File: config.mk
export PLATFORM = sky130hd
export DESIGN_NAME = decode_top
export DESIGN_NICKNAME = d
export VERILOG_FILES = /design/src/common/decode_pkg.sv /design/src/design/decode_top.sv /design/src/design/pipe_buffer.sv /design/src/decode/reg_usage.sv /design/src/decode/op_decode.sv /design/src/decode/imm_gen.sv
export SDC_FILE = /design/constraint.sdc
export NUM_CORES = 1
export LEC_CHECK = 0
export BUFFER_PORTS_ARGS = -buffer_cell sky130_fd_sc_hd__buf_4
export CAP_MARGIN = 10
export CORE_ASPECT_RATIO = 1.1
export CORE_UTILIZATION = 36
export CTS_BUF_LIST = sky130_fd_sc_hd__clkbuf_8
export DETAILED_ROUTE_END_ITERATION = 10
export MAX_ROUTING_LAYER = met4
export PLACE_DENSITY = 0.67
export SKIP_LAST_GASP = 1
export SYNTH_ARGS = -nofsm -noshare
export SYNTH_HDL_FRONTEND = slang
export SYNTH_SLANG_ARGS = --single-unit
export TNS_END_PERCENT = 5
File: constraint.sdc
create_clock -name clk -period 4.4 [get_ports clk]
set_input_delay 0.44 -clock clk [delete_from_list [all_inputs] [get_ports clk]]
set_output_delay 0.44 -clock clk [all_outputs]
set_load 0.02 [all_outputs]
File: src/common/decode_pkg.sv
// Decode stage constants, opcode and operation enums, fetch, decode and scheduler structs
package decode_pkg;

    localparam int NUM_WARPS   = 4;
    localparam int NUM_THREADS = 4;
    localparam int WID_BITS    = $clog2(NUM_WARPS);

    localparam logic [3:0] LSU_FENCE = 4'd15;   // Above all load/store codes

    typedef enum logic [1:0] {
        EX_ALU = 2'd0,
        EX_LSU = 2'd1,
        EX_SFU = 2'd2
    } ex_type_e;

    // RV32I major opcodes plus custom-0 for warp control
    typedef enum logic [6:0] {
        OPC_OP_IMM = 7'b0010011,
        OPC_OP     = 7'b0110011,
        OPC_LUI    = 7'b0110111,
        OPC_AUIPC  = 7'b0010111,
        OPC_JAL    = 7'b1101111,
        OPC_JALR   = 7'b1100111,
        OPC_BRANCH = 7'b1100011,
        OPC_LOAD   = 7'b0000011,
        OPC_STORE  = 7'b0100011,
        OPC_FENCE  = 7'b0001111,
        OPC_SYSTEM = 7'b1110011,
        OPC_EXT1   = 7'b0001011
    } rv_opcode_e;

    typedef enum logic [3:0] {
        ALU_ADD, ALU_SUB, ALU_SLL, ALU_SLT, ALU_SLTU, ALU_XOR,
        ALU_SRL, ALU_SRA, ALU_OR, ALU_AND, ALU_LUI, ALU_AUIPC
    } alu_op_e;

    typedef enum logic [3:0] {
        BR_BEQ, BR_BNE, BR_BLT, BR_BGE, BR_BLTU, BR_BGEU,
        BR_JAL, BR_JALR, BR_ECALL, BR_EBREAK, BR_MRET
    } br_op_e;

    typedef enum logic [3:0] {
        SFU_TMC, SFU_WSPAWN, SFU_SPLIT, SFU_JOIN, SFU_PRED,
        SFU_CSRRW, SFU_CSRRS, SFU_CSRRC
    } sfu_op_e;

    // Immediate format requested from imm_gen
    typedef enum logic [3:0] {
        IMM_NONE, IMM_I, IMM_SH, IMM_S, IMM_B, IMM_U, IMM_J, IMM_CSR, IMM_SYS
    } imm_sel_e;

    typedef struct packed {
        logic [WID_BITS-1:0]    wid;
        logic [NUM_THREADS-1:0] tmask;
        logic [31:0]            pc;
        logic [31:0]            instr;
    } fetch_t;

    typedef struct packed {
        logic [WID_BITS-1:0]    wid;
        logic [NUM_THREADS-1:0] tmask;
        logic [31:0]            pc;
        ex_type_e               ex_type;
        logic [3:0]             op_type;
        logic                   is_branch;
        logic                   use_pc;
        logic                   use_imm;
        logic [19:0]            imm;
        logic                   wb;
        logic [1:0]             used_rs;    // Bit 0 rs1, bit 1 rs2
        logic [4:0]             rd;
        logic [4:0]             rs1;
        logic [4:0]             rs2;
    } decode_t;

    typedef struct packed {
        logic                valid;
        logic [WID_BITS-1:0] wid;
        logic                unlock;
    } sched_t;

endpackage
File: src/design/decode_top.sv
// Decode stage top level with decoders, output buffer and scheduler notify
module decode_top import decode_pkg::*; (
    input  logic    clk,
    input  logic    rst_n,
    input  logic    fetch_valid,
    output logic    fetch_ready,
    input  fetch_t  fetch_data,
    output logic    dec_valid,
    input  logic    dec_ready,
    output decode_t dec_data,
    output sched_t  sched
);

    ex_type_e    ex_type;
    logic [3:0]  op_type;
    logic        is_branch;
    logic        use_pc;
    logic        use_imm;
    imm_sel_e    imm_sel;
    logic        is_wstall;
    logic [19:0] imm;
    logic [4:0]  rd;
    logic [4:0]  rs1;
    logic [4:0]  rs2;
    logic [1:0]  used_rs;
    logic        wb;
    decode_t     dec_in;

    op_decode u_op_decode (
        .instr     (fetch_data.instr),
        .ex_type   (ex_type),
        .op_type   (op_type),
        .is_branch (is_branch),
        .use_pc    (use_pc),
        .use_imm   (use_imm),
        .imm_sel   (imm_sel),
        .is_wstall (is_wstall)
    );

    imm_gen u_imm_gen (
        .instr   (fetch_data.instr),
        .imm_sel (imm_sel),
        .imm     (imm)
    );

    reg_usage u_reg_usage (
        .instr   (fetch_data.instr),
        .rd      (rd),
        .rs1     (rs1),
        .rs2     (rs2),
        .used_rs (used_rs),
        .wb      (wb)
    );

    always_comb begin
        dec_in.wid       = fetch_data.wid;
        dec_in.tmask     = fetch_data.tmask;
        dec_in.pc        = fetch_data.pc;
        dec_in.ex_type   = ex_type;
        dec_in.op_type   = op_type;
        dec_in.is_branch = is_branch;
        dec_in.use_pc    = use_pc;
        dec_in.use_imm   = use_imm;
        dec_in.imm       = imm;
        dec_in.wb        = wb;
        dec_in.used_rs   = used_rs;
        dec_in.rd        = rd;
        dec_in.rs1       = rs1;
        dec_in.rs2       = rs2;
    end

    pipe_buffer u_pipe_buffer (
        .clk       (clk),
        .rst_n     (rst_n),
        .in_valid  (fetch_valid),
        .in_ready  (fetch_ready),
        .in_data   (dec_in),
        .out_valid (dec_valid),
        .out_ready (dec_ready),
        .out_data  (dec_data)
    );

    // Scheduler sees every accepted instruction, control flow keeps the warp locked
    assign sched.valid  = fetch_valid && fetch_ready;
    assign sched.wid    = fetch_data.wid;
    assign sched.unlock = !is_wstall;

endmodule

File: src/design/pipe_buffer.sv
// Two-entry valid/ready elastic buffer for decoded items
module pipe_buffer import decode_pkg::*; (
    input  logic    clk,
    input  logic    rst_n,
    input  logic    in_valid,
    output logic    in_ready,
    input  decode_t in_data,
    output logic    out_valid,
    input  logic    out_ready,
    output decode_t out_data
);

    decode_t    mem [2];
    logic       wr_ptr;
    logic       rd_ptr;
    logic [1:0] count;
    logic       push;
    logic       pop;

    assign in_ready  = (count != 2'd2);
    assign out_valid = (count != 2'd0);
    assign out_data  = mem[rd_ptr];

    assign push = in_valid && in_ready;
    assign pop  = out_valid && out_ready;

    always_ff @(posedge clk) begin
        if (!rst_n) begin
            wr_ptr <= 1'b0;
            rd_ptr <= 1'b0;
            count  <= 2'd0;
        end else begin
            if (push)
                wr_ptr <= !wr_ptr;
            if (pop)
                rd_ptr <= !rd_ptr;
            case ({push, pop})
                2'b10:   count <= count + 2'd1;
                2'b01:   count <= count - 2'd1;
                default: count <= count;   // Both or neither
            endcase
        end
    end

    always_ff @(posedge clk) begin
        if (push)
            mem[wr_ptr] <= in_data;
    end

endmodule

File: src/decode/reg_usage.sv
// Register id extraction, source-use flags and writeback enable
module reg_usage import decode_pkg::*; (
    input  logic [31:0] instr,
    output logic [4:0]  rd,
    output logic [4:0]  rs1,
    output logic [4:0]  rs2,
    output logic [1:0]  used_rs,
    output logic        wb
);

    logic [6:0] opcode;
    logic [2:0] funct3;
    logic       is_env;
    logic       use_rd;
    logic       use_rs1;
    logic       use_rs2;

    assign opcode = instr[6:0];
    assign funct3 = instr[14:12];

    // ECALL, EBREAK, MRET
    assign is_env = (funct3 == 3'h0)
                 && (instr[31:20] == 12'h000 || instr[31:20] == 12'h001
                     || instr[31:20] == 12'h302);

    always_comb begin
        use_rd  = 1'b0;
        use_rs1 = 1'b0;
        use_rs2 = 1'b0;
        case (opcode)
            OPC_OP_IMM, OPC_JALR, OPC_LOAD: begin
                use_rd  = 1'b1;
                use_rs1 = 1'b1;
            end
            OPC_OP: begin
                use_rd  = 1'b1;
                use_rs1 = 1'b1;
                use_rs2 = 1'b1;
            end
            OPC_LUI, OPC_AUIPC, OPC_JAL: use_rd = 1'b1;
            OPC_BRANCH, OPC_STORE: begin
                use_rs1 = 1'b1;
                use_rs2 = 1'b1;
            end
            OPC_SYSTEM: begin
                if (funct3[1:0] != 2'b00) begin
                    use_rd  = 1'b1;
                    use_rs1 = !funct3[2];  // rs1 field is uimm otherwise
                end else begin
                    use_rd  = is_env;
                end
            end
            OPC_EXT1: begin
                if (instr[31:25] == 7'h00) begin
                    case (funct3)
                        3'h0, 3'h3: use_rs1 = 1'b1;    // TMC, JOIN
                        3'h1, 3'h5: begin              // WSPAWN, PRED
                            use_rs1 = 1'b1;
                            use_rs2 = 1'b1;
                        end
                        3'h2: begin                    // SPLIT
                            use_rd  = 1'b1;
                            use_rs1 = 1'b1;
                        end
                        default: ;
                    endcase
                end
            end
            default: ;
        endcase
    end

    assign rd      = use_rd  ? instr[11:7]  : 5'd0;
    assign rs1     = use_rs1 ? instr[19:15] : 5'd0;
    assign rs2     = use_rs2 ? instr[24:20] : 5'd0;
    assign used_rs = {use_rs2, use_rs1};
    assign wb      = use_rd && (rd != 5'd0);   // Never write x0

endmodule

File: src/decode/op_decode.sv
// Opcode and function field decoder giving unit, operation, operand flags and warp stall
module op_decode import decode_pkg::*; (
    input  logic [31:0] instr,
    output ex_type_e    ex_type,
    output logic [3:0]  op_type,
    output logic        is_branch,
    output logic        use_pc,
    output logic        use_imm,
    output imm_sel_e    imm_sel,
    output logic        is_wstall
);

    logic [6:0]  opcode;
    logic [2:0]  funct3;
    logic [6:0]  funct7;
    logic [11:0] u_12;
    logic        is_shift;

    alu_op_e r_op;
    br_op_e  b_op;
    br_op_e  s_op;
    logic    s_ok;
    sfu_op_e w_op;
    logic    w_ok;

    assign opcode   = instr[6:0];
    assign funct3   = instr[14:12];
    assign funct7   = instr[31:25];
    assign u_12     = instr[31:20];
    assign is_shift = funct3[0] && !funct3[1];

    always_comb begin
        case (funct3)
            3'h0: r_op = (opcode[5] && funct7[5]) ? ALU_SUB : ALU_ADD;  // No SUBI
            3'h1: r_op = ALU_SLL;
            3'h2: r_op = ALU_SLT;
            3'h3: r_op = ALU_SLTU;
            3'h4: r_op = ALU_XOR;
            3'h5: r_op = funct7[5] ? ALU_SRA : ALU_SRL;
            3'h6: r_op = ALU_OR;
            default: r_op = ALU_AND;
        endcase
    end

    always_comb begin
        case (funct3)
            3'h1: b_op = BR_BNE;
            3'h4: b_op = BR_BLT;
            3'h5: b_op = BR_BGE;
            3'h6: b_op = BR_BLTU;
            3'h7: b_op = BR_BGEU;
            default: b_op = BR_BEQ;  // Reserved funct3 falls back to BEQ
        endcase
    end

    // ECALL, EBREAK, MRET
    always_comb begin
        s_ok = (funct3 == 3'h0);
        case (u_12)
            12'h000: s_op = BR_ECALL;
            12'h001: s_op = BR_EBREAK;
            12'h302: s_op = BR_MRET;
            default: begin
                s_op = BR_ECALL;
                s_ok = 1'b0;
            end
        endcase
    end

    always_comb begin
        w_ok = (funct7 == 7'h00);
        case (funct3)
            3'h0: w_op = SFU_TMC;
            3'h1: w_op = SFU_WSPAWN;
            3'h2: w_op = SFU_SPLIT;
            3'h3: w_op = SFU_JOIN;
            3'h5: w_op = SFU_PRED;
            default: begin
                w_op = SFU_TMC;
                w_ok = 1'b0;
            end
        endcase
    end

    always_comb begin
        ex_type   = EX_ALU;
        op_type   = '0;
        is_branch = 1'b0;
        use_pc    = 1'b0;
        use_imm   = 1'b0;
        imm_sel   = IMM_NONE;
        is_wstall = 1'b0;
        case (opcode)
            OPC_OP_IMM: begin
                op_type = r_op;
                use_imm = 1'b1;
                imm_sel = is_shift ? IMM_SH : IMM_I;
            end
            OPC_OP:     op_type = r_op;
            OPC_LUI: begin
                op_type = ALU_LUI;
                use_imm = 1'b1;
                imm_sel = IMM_U;
            end
            OPC_AUIPC: begin
                op_type = ALU_AUIPC;
                use_pc  = 1'b1;
                use_imm = 1'b1;
                imm_sel = IMM_U;
            end
            OPC_JAL: begin
                op_type   = BR_JAL;
                is_branch = 1'b1;
                use_pc    = 1'b1;
                use_imm   = 1'b1;
                imm_sel   = IMM_J;
                is_wstall = 1'b1;
            end
            OPC_JALR: begin
                op_type   = BR_JALR;
                is_branch = 1'b1;
                use_imm   = 1'b1;
                imm_sel   = IMM_I;
                is_wstall = 1'b1;
            end
            OPC_BRANCH: begin
                op_type   = b_op;
                is_branch = 1'b1;
                use_pc    = 1'b1;
                use_imm   = 1'b1;
                imm_sel   = IMM_B;
                is_wstall = 1'b1;
            end
            OPC_LOAD: begin
                ex_type = EX_LSU;
                op_type = {1'b0, funct3};
                use_imm = 1'b1;
                imm_sel = IMM_I;
            end
            OPC_STORE: begin
                ex_type = EX_LSU;
                op_type = {1'b1, funct3};
                use_imm = 1'b1;
                imm_sel = IMM_S;
            end
            OPC_FENCE: begin
                ex_type = EX_LSU;
                op_type = LSU_FENCE;
            end
            OPC_SYSTEM: begin
                if (funct3[1:0] != 2'b00) begin
                    ex_type = EX_SFU;
                    case (funct3[1:0])
                        2'b01:   op_type = SFU_CSRRW;
                        2'b10:   op_type = SFU_CSRRS;
                        default: op_type = SFU_CSRRC;
                    endcase
                    use_imm = funct3[2];   // Immediate forms
                    imm_sel = IMM_CSR;
                end else if (s_ok) begin
                    op_type   = s_op;
                    is_branch = 1'b1;
                    use_pc    = 1'b1;
                    use_imm   = 1'b1;
                    imm_sel   = IMM_SYS;
                    is_wstall = 1'b1;
                end
            end
            OPC_EXT1: begin
                if (w_ok) begin
                    ex_type   = EX_SFU;
                    op_type   = w_op;
                    is_wstall = 1'b1;
                end
            end
            default: ;
        endcase
    end

endmodule

File: src/decode/imm_gen.sv
// Immediate generator for the RISC-V instruction formats
module imm_gen import decode_pkg::*; (
    input  logic [31:0] instr,
    input  imm_sel_e    imm_sel,
    output logic [19:0] imm
);

    logic [11:0] i_imm;
    logic [11:0] s_imm;
    logic [11:0] b_imm;
    logic [19:0] u_imm;
    logic [19:0] j_imm;

    assign i_imm = instr[31:20];
    assign s_imm = {instr[31:25], instr[11:7]};
    assign b_imm = {instr[31], instr[7], instr[30:25], instr[11:8]};   // Halfword offset
    assign u_imm = instr[31:12];
    assign j_imm = {instr[31], instr[19:12], instr[20], instr[30:21]};

    always_comb begin
        case (imm_sel)
            IMM_I:   imm = {{8{i_imm[11]}}, i_imm};
            IMM_SH:  imm = {15'd0, instr[24:20]};  // Shamt only
            IMM_S:   imm = {{8{s_imm[11]}}, s_imm};
            IMM_B:   imm = {{8{b_imm[11]}}, b_imm};
            IMM_U:   imm = u_imm;
            IMM_J:   imm = j_imm;
            IMM_CSR: imm = {8'd0, instr[31:20]};   // CSR address
            // Link offset for trap and return
            IMM_SYS: imm = 20'd4;
            default: imm = '0;
        endcase
    end

endmodule

-- Word-level counts from Yosys, hierarchy flattened
Memory sizes are Yosys's and may differ from the RTL's. A register that Yosys moved wholly into a read port is not among the register bits.
Cells that the tools add are included.
- $add $sub $neg: 2
- bitwise logic cells: 0
- reduce and logical (&&, ||, !) cells: 33
- order comparisons: 0
- shift-type cells: 0
- multiplexer cells: 48
- divide/modulo/power cells: 0
- eq/ne operators: 34
- $mul: 0
- operators by type and width (kind ; number):
    20-bit one-hot mux with 8 select lines ; 1
    4-bit one-hot mux with 7 select lines ; 2
    4-bit one-hot mux with 11 select lines ; 1
    7-bit equality test (second input constant) ; 4
    7-bit by 6-bit equality test with 1-bit output (second input constant) ; 3
    1-bit two-way mux ; 20
    4-bit by 3-bit equality test with 1-bit output (second input constant) ; 4
    4-bit two-way mux ; 4
    5-bit two-way mux ; 3
    3-bit one-hot mux with 5 select lines ; 1
    3-bit OR reduction ; 5
    7-bit by 4-bit equality test with 1-bit output (second input constant) ; 2
    7-bit by 5-bit equality test with 1-bit output (second input constant) ; 2
    12-bit by 1-bit equality test with 1-bit output (second input constant) ; 1
    12-bit by 10-bit equality test with 1-bit output (second input constant) ; 1
    3-bit equality test (second input constant) ; 4
    12-bit zero test ; 1
    2-bit one-hot mux with 2 select lines ; 3
    3-bit one-hot mux with 4 select lines ; 1
    1-bit one-hot mux with 3 select lines ; 3
    4-bit by 2-bit equality test with 1-bit output (second input constant) ; 2
    1-bit one-hot mux with 2 select lines ; 4
    2-bit OR reduction ; 4
    8-bit OR reduction ; 1
    23 further kinds ; 40
- register bits after elaboration: 4
- memories: 1
- bits in read-only memories: 0
- latch bits: 0
- RAM bits: 170
- output and inout port bits: 91
- memories (memory ; depth ; bits a word ; rd ports ; clocked after Yosys merged registers in ; write ports ; line ; RTL):
    u_pipe_buffer.mem ; 2 ; 85 ; 1 ; 1 ; 1 ; pipe_buffer.sv:13 ; decode_t mem [2];

-- Longest topological paths before layout
Gate-level depths: netlist (run 1).
- word-level depth: 9
- depth in mapped cells: 7
- gate-level depth less buffers: 6

-- Cells and area by module
A second synthesis (run 1) with hierarchy kept.
- cells, all modules: 531
- area, all modules: 8062.7 µm²
- modules (own cells, without submodules) (module ; instances ; cells an instance ; area each (µm²)):
    pipe_buffer ; 1 ; 288 ; 6354.8
    op_decode ; 1 ; 114 ; 721.9
    imm_gen ; 1 ; 72 ; 611.8
    reg_usage ; 1 ; 53 ; 349.1
    decode_top ; 1 ; 4 ; 25.0

-- Worst setup path after synthesis (run 1)
No wires, ideal clock.
- path type: register -> register
- start point: register u_pipe_buffer.count[0]
- end point: memory u_pipe_buffer.mem[0][0] in the netlist's numbering, enable pin
- slack: -486 ps
- arrival: 4356 ps
- setup time: 531 ps
- period minus slack after synthesis: 4886 ps
- cell stages (with the launch flop): 4
- path through: dfxtp_1 -> nand2b_1 -> nand2_1 -> nor2_1
- word-level cells in the longest chain between the ends: 4
- RTL lines (what ; line ; RTL):
    start, declared ; pipe_buffer.sv:16 ; logic [1:0] count;
    start signal, assigned ; pipe_buffer.sv:38 ; 2'b10: count <= count + 2'd1;
    start signal, assigned ; pipe_buffer.sv:39 ; 2'b01: count <= count - 2'd1;
    start signal, assigned ; pipe_buffer.sv:40 ; default: count <= count;
    2-bit != test ; pipe_buffer.sv:20 ; assign in_ready = (count != 2'd2);
    via fetch_ready ; decode_top.sv:6 ; output logic fetch_ready,
    1-bit logical AND ; pipe_buffer.sv:24 ; assign push = in_valid && in_ready;
    1-bit two-way mux ; pipe_buffer.sv:46 ; if (push)
    1-bit two-way mux (implied by the code) ; pipe_buffer.sv:47 ; mem[wr_ptr] <= in_data;
    end, declared ; pipe_buffer.sv:13 ;
The timed path passes the listed nets, and every way through them passes these cells.

==> results by group, run 1 <==
Global routing
  • Global-route wire length before repair: 27550 um
  • Total gr overflow: 0
  • Largest net degree at the start of global routing: 86
  • Via count of the first global-routing pass: 5008
  • Number of antenna violations at the first check in global routing: 0
  • Combined global-route utilization of all metal layers: 0.1738

Floorplanning
  • Die height: 154.8 um
  • # rows: 55
  • Starting Density: 0.3688
  • Die Wd: 140.9 um
  • Top-level I/O count: 165
  • Area of the core: 0.02071 mm2
  • Full die area: 0.02181 mm2

Synthesis
  • Total nets after synthesis: 574
  • Compound-gate portion of the synthesized area: 0.07420
  • Simple-gate area share of the yosys netlist: 0.08960
  • Number of instances in the synthesized netlist: 499
  • Number of warnings issued by yosys: 0
  • Main combinational cell family by area after synthesis: multiplexers
  • Number of synthesized flops with an enable pin: 170
  • Top FF cell, synth: sky130_fd_sc_hd__edfxtp_1
  • Synth Area in Adders: 0.001638
  • Synth Register Bits: 175
  • Sequential fraction of the synthesis area: 0.6814
  • Post-Syn Area: 0.007639 mm2
  • Xor/xnor cell area share of the yosys netlist: 0.003440
  • Syn avg cell area: 15.31 um2
  • Multiplexer fraction of the synthesized cell area: 0.1253
  • Async set-reset flop share out of synthesis: 0
  • Number of different library cells in the post-synthesis netlist: 60

Clock tree
  • Quantity of hold-fixing buffers added after cts: 0
  • Clock tree root buffer cell: sky130_fd_sc_hd__clkbuf_8
  • Source-to-sink clock delay at the later pin of the worst-skew pair: 440 ps
  • Sink Count: 175
  • Clock transition time at the flip-flop clock pins of the worst setup and hold paths: 100 ps
  • Total number of H-tree levels: 4
  • TritonCTS clock tree: done
  • Number of gates resized after CTS: 0
  • CTS buffer count: 17
  • Setup fix buffers added after clock tree synthesis: 0
  • Clock Tree Buf Depth: 2

STA
  • Min Tclk post-route: 2647 ps
  • Achievable frequency: 377.7 MHz
  • Worst clock skew: 9.119 ps
  • Final-report setup violation count: 0
  • Unrepaired setup endpoints after global routing: no
  • Aggregate negative setup slack: 0 ps
  • Max-slew violation count: 0
  • Period utilisation layout: 0.6017
  • Worst slew pin tran: 1214 ps
  • Hold Violations, Final: 0
  • Relative slew slack: 0.1907

Hold path
  • Hold WC Path Type: in -> reg
  • Worst min-delay path endpoint: u_pipe_buffer.mem[1][52]
  • Hold path startpoint: fetch_data[37]
  • Worst hold path depth: 1

Drt
  • Via-per-instance ratio: 5.152
  • Initial DRT Pass Iterations: 5
  • Final routed DRC violation total: 0
  • Wire length per cell after detailed routing: 19.44 um
  • Total wire length after detailed routing: 18470 um
  • Count of antenna-violating nets left after detailed routing: 0
  • Total number of vias: 4894
  • Number of violations reported at the end of detailed-routing iteration 0: 362

Pwr
  • Overall power after layout: 0.005008 W
  • Worst IR Drop VDD: 304.1 uV
  • Power density over the cells: 525.0 mW/mm2
  • P_leak: 3.574 nW

Critical path
  • Top Family by Delay on Critical Path: flip-flops
  • Required time worst endpoint: 3960 ps
  • Type of the worst setup path: reg -> out
  • Crit-path slowest cell: sky130_fd_sc_hd__dfxtp_4
  • Worst path max stage delay: 1120 ps
  • Peak fanout along the critical path: 85
  • Setup slack, reg-to-reg: 2130 ps
  • Worst Reg2Reg Path Length in Cells: 4
  • Beginning of the worst register-to-register path: u_pipe_buffer.count[0]
  • Type of destination of the critical path: output pin
  • Number of buffers and inverters on the critical path: 1
  • Crit path cell chain: mux2_2 -> buf_4
  • Worst R2R End: u_pipe_buffer.mem[0][47]
  • Arrival time reported for the critical path endpoint: 2210 ps
  • Critical Path Source Type: flop

Job
  • Max-capacitance violation count: 0

Final layout
  • Number of antenna diodes: 0
  • Share of cells above drive strength 1: 0.4406
  • Area growth from synthesis to layout: 24.88%
  • Count of placed standard cells in the final layout, fillers left out: 950
  • Number of nets in the layout: 728

Place
  • HPWL after DPL: 12630 um
  • Final Wtd Congestion: 0.9124
  • Placed cell count: 919
  • Port Buf Inserts: 164

Run status
  • Status: completed
worst max path at each step:
stage | start | endpoint | slack, ps | depth (start not counted)
6_report | flop | dec_data[41] | 1750 | 2
5_1_grt | flop | dec_data[41] | 1600 | 2
4_1_cts | flop | dec_data[41] | 1660 | 2
3_5_place_dp | fetch_data[2] | sched[0] | 1890 | 7
3_3_place_gp | fetch_data[2] | sched[0] | 1950 | 7
2_1_floorplan | u_pipe_buffer.count[0] | u_pipe_buffer.mem[0][0] | 950 | 3
through the flow:
stage / util / cell area, um2 / setup slack, ps / hold WS, ps
2_1_floorplan: - / 7641 / 951.8 / 472.8
3_5_place_dp: 0.4404 / 9121 / 1888 / 523.6
4_1_cts: 0.4605 / 9539 / 1662 / 134.0
6_report: 0.4605 / 9539 / 1753 / 172.0
3_3_place_gp: 0.4404 / 9121 / 1947 / 483.0
5_1_grt: 0.4605 / 9539 / 1595 / 132.3
kinds of logic after synthesis:
logic type	Yosys count
and+or+nand+nor	119
adders and majority gates	1
muxes	85
buffers and inverters	41
AOI/OAI and AO/OA	75
DFF	175
xor gates and xnor gates	3
report_power, final:
part | leakage (nW) | switching [W] | internal, W | total (W)
Combinational | 1.69 | 0.000835 | 0.000750 | 0.00158
Clock | 0.209 | 0.000581 | 0.000571 | 0.00115
Sequential | 1.68 | 0.000171 | 0.00210 | 0.00227
Total | 3.57 | 0.00159 | 0.00342 | 0.00501
registers in the layout (all words and copies together), names as in the netlist, named ones only:
register	count
u_pipe_buffer.mem	170
u_pipe_buffer.count	2
u_pipe_buffer.rd_ptr	1
u_pipe_buffer.wr_ptr	1
layer usage:
layer	global-route usage	share of wire	up-vias
met2	0.2919	0.51	187
met3	0.03653	0.052	35
met5	-	0	-
met4	0.07505	0.027	0
met1	0.2014	0.41	2424
li1	-	-	2248
placed cells by master (no fill, tap or decap), types with 10 or more instances in the layout:
master / n
sky130_fd_sc_hd__nand2_1: 32
sky130_fd_sc_hd__and2_1: 19
sky130_fd_sc_hd__clkbuf_8: 17
sky130_fd_sc_hd__nor2_1: 12
sky130_fd_sc_hd__nor2b_1: 10
sky130_fd_sc_hd__edfxtp_1: 170
sky130_fd_sc_hd__buf_4: 165
sky130_fd_sc_hd__mux2_2: 85
sky130_fd_sc_hd__a21oi_1: 10
synth_stat cells (3+ instances only):
library cell	number	area [um2]
sky130_fd_sc_hd__a211o_1	3	26.28
sky130_fd_sc_hd__a21oi_1	10	50.05
sky130_fd_sc_hd__a221o_1	8	80.08
sky130_fd_sc_hd__a222oi_1	9	90.09
sky130_fd_sc_hd__a22o_1	3	26.28
sky130_fd_sc_hd__and2_1	19	118.9
sky130_fd_sc_hd__and3_1	4	25.02
sky130_fd_sc_hd__and3b_1	3	26.28
sky130_fd_sc_hd__buf_1	3	11.26
sky130_fd_sc_hd__buf_2	11	55.05
sky130_fd_sc_hd__buf_4	5	37.54
sky130_fd_sc_hd__clkbuf_1	12	45.04
sky130_fd_sc_hd__dfxtp_1	5	100.1
sky130_fd_sc_hd__edfxtp_1	170	5105
sky130_fd_sc_hd__inv_1	9	33.78
sky130_fd_sc_hd__mux2_2	85	957.2
sky130_fd_sc_hd__nand2_1	32	120.1
sky130_fd_sc_hd__nand2b_1	4	25.02
sky130_fd_sc_hd__nand3_1	9	45.04
sky130_fd_sc_hd__nand4_1	4	25.02
sky130_fd_sc_hd__nor2_1	13	48.80
sky130_fd_sc_hd__nor2b_1	10	62.56
sky130_fd_sc_hd__nor3_1	3	15.01
sky130_fd_sc_hd__nor4_1	3	18.77
sky130_fd_sc_hd__o21a_1	4	30.03
sky130_fd_sc_hd__o21ai_0	9	45.04
sky130_fd_sc_hd__o21ai_1	6	30.03
sky130_fd_sc_hd__o22ai_1	3	18.77
sky130_fd_sc_hd__o31ai_1	4	30.03
sky130_fd_sc_hd__xnor2_1	3	26.28
cell type report:
class	count	area, um2
fill	1861	11170
timing repair buffer	166	1259
clock buffer	17	234.0
tap	285	356.6
inverter	10	37.54
clock inverter	14	183.9
sequential	175	5209
multi-input combinational	283	2260
No activity file was read; power rests on OpenSTA's default activity.
==> inputs of run 2 (changes only) <==
- PLACE_DENSITY: 0.67 -> 0.65
- clock period: 4.4 -> 2.57 ns (I/O delays scaled with it)
==> run 2 against run 1 <==
Effect of this change: sequential power rose by 66%; largest cell class unchanged; via count grew 3.7%; die area unchanged; wire length up 3.9%; utilization grew 2.1 points.
==> results by group, run 2 (same netlist as run 1, synthesis figures left out) <==
Run status
  • Status: completed

Critical path
  • Arrival time reported for the critical path endpoint: 1940 ps
  • Beginning of the worst register-to-register path: u_pipe_buffer.count[0]
  • Peak fanout along the critical path: 32
  • Setup slack, reg-to-reg: 790 ps
  • Crit path cell chain: buf_12 -> mux2_2 -> buf_4
  • Crit-path slowest cell: sky130_fd_sc_hd__dfxtp_4
  • Type of the worst setup path: reg -> out
  • Worst path max stage delay: 650 ps
  • Worst Reg2Reg Path Length in Cells: 5
  • Type of destination of the critical path: output pin
  • Required time worst endpoint: 2310 ps
  • Worst R2R End: u_pipe_buffer.count[1]
  • Critical Path Source Type: flop

Pwr
  • Share of power burned in registers: 0.439
  • Part of the total power dissipated in combinational logic: 0.342
  • Overall power after layout: 0.008574 W
  • Power density over the cells: 859.4 mW/mm2
  • P_leak: 3.754 nW
  • P_sw: 0.002739 W
  • Worst IR Drop VDD: 304.3 uV
  • Share of total power consumed by net switching: 0.3194
  • Power share of the clock group: 0.219
  • Internal power: 0.005835 W

STA
  • Period utilisation layout: 0.8555
  • Hold Violations, Final: 0
  • Worst hold slack after final layout: 53.98 ps
  • Minimum setup slack in the final design: 371.3 ps
  • Worst slew pin tran: 524.8 ps
  • Relative slew slack: 0.6494
  • Unrepaired setup endpoints after global routing: no
  • Final-report setup violation count: 0
  • Max-slew violation count: 0
  • Min Tclk post-route: 2199 ps
  • Worst clock skew: 11.75 ps
  • Achievable frequency: 454.8 MHz

Final layout
  • Most frequent cells in the layout: 170 x sky130_fd_sc_hd__edfxtp_1, 168 x sky130_fd_sc_hd__buf_4, 85 x sky130_fd_sc_hd__mux2_2
  • Number of antenna diodes: 0
  • Registers with the most flip-flops: u_pipe_buffer.mem x170, u_pipe_buffer.count x2
  • Fill cell total of the finished layout: 1801
  • Count of placed standard cells in the final layout, fillers left out: 995
  • Share of cells above drive strength 1: 0.4197
  • Register bank with the most flops: u_pipe_buffer.mem
  • Largest register FFs: 170
  • Area growth from synthesis to layout: 30.61%
  • Fin util: 0.4817
  • Leading cell type in the layout, fill and taps excluded: sky130_fd_sc_hd__edfxtp_1
  • Number of nets in the layout: 772

Clock tree
  • Clock transition time at the flip-flop clock pins of the worst setup and hold paths: 80 ps
  • Sink Count: 175
  • Clock Tree Buf Depth: 2
  • Total number of H-tree levels: 4
  • Clock tree root buffer cell: sky130_fd_sc_hd__clkbuf_8
  • Source-to-sink clock delay at the later pin of the worst-skew pair: 440 ps
  • Number of gates resized after CTS: 0
  • CTS buffer count: 17
  • TritonCTS clock tree: done

Drt
  • Top Metal Used: met4
  • Detailed-route wire length on metal 1: 8011 um
  • Met3 wire length: 757 um
  • Wire length per cell after detailed routing: 19.29 um
  • Total number of vias: 5073
  • Initial DRT Pass Iterations: 7
  • Via-per-instance ratio: 5.098
  • Number of violations reported at the end of detailed-routing iteration 0: 325
  • Total wire length after detailed routing: 19190 um
  • Final routed DRC violation total: 0
  • Count of antenna-violating nets left after detailed routing: 0
  • Detailed-routed wire length on met2: 10090 um

Floorplanning
  • Die height: 154.8 um
  • Top-level I/O count: 165
  • Die Wd: 140.9 um
  • Starting Density: 0.3688
  • Full die area: 0.02181 mm2
  • # rows: 55
  • Area of the core: 0.02071 mm2

Job
  • Max-capacitance violation count: 0

Place
  • Port Buf Inserts: 164
  • Placed cell count: 925
  • Final Wtd Congestion: 0.8996
  • HPWL after DPL: 13070 um
  • Placement Setup Slack: 416.0 ps

Hold path
  • Hold WC Path Type: in -> reg
  • Worst min-delay path endpoint: u_pipe_buffer.wr_ptr
  • Worst hold path depth: 2
  • Hold path startpoint: rst_n

Global routing
  • Total gr overflow: 0
  • Largest net degree at the start of global routing: 86
  • Number of antenna violations at the first check in global routing: 0
  • Combined global-route utilization of all metal layers: 0.1829
  • Via count of the first global-routing pass: 5308
  • Global-route wire length before repair: 28960 um
==> run 2: routing by layer <==
metal	vias to the layer above	GRT usage
li1	2345	-
met1	2532	0.2164
met2	177	0.3160
met3	19	0.02755
met4	0	0.06573
met5	-	-
==> run 2: area by class of cell <==
cell class / count / area [um2] / area share
Clock buffer: 17 / 234.0 / 0.02345
Clock inverter: 15 / 158.9 / 0.01593
Inverter: 10 / 37.54 / 0.003762
Multi-Input combinational cell: 283 / 2260 / 0.2265
Sequential cell: 175 / 5209 / 0.5221
Tap cell: 285 / 356.6 / 0.03574
Timing Repair Buffer: 210 / 1722 / 0.1726
==> run 2: per-stage QoR <==
stage | area, um2 | setup TNS [ps]
floorplan | 7646 | -50090
global placement | 9204 | 0
detailed placement | 9204 | 0
CTS | 9977 | 0
global route | 9977 | 0
finish | 9977 | 0
==> run 2: repair_timing <==
action,CTS,global route
hold endpoints to repair,76,0
setup buffers,0,0
hold buffers,38,0
==> run 2: critical path: cells and delay by family, from the launching register on <==
family,cells,cell delay (ps)
flip-flops,1,650
buffers and inverters,2,440
multiplexers,1,380
==> run 2: how the worst max path moves through the flow <==
stage / endpoint / start
6_report: dec_data[40] / flop
4_1_cts: dec_data[40] / flop
3_5_place_dp: sched[0] / fetch_data[2]
5_1_grt: dec_data[40] / flop
2_1_floorplan: u_pipe_buffer.mem[1][0] / u_pipe_buffer.count[0]
3_3_place_gp: u_pipe_buffer.mem[0][28] / fetch_data[4]
==> run 2: power by group through the flow <==
stage          registers, W  clock network (W)  logic [W]
2_1_floorplan       0.00374                  0    0.00178
3_3_place_gp        0.00381                  0    0.00291
3_5_place_dp        0.00384                  0    0.00292
4_1_cts             0.00378            0.00196    0.00298
5_1_grt             0.00381            0.00206    0.00312
6_report            0.00377            0.00187    0.00293
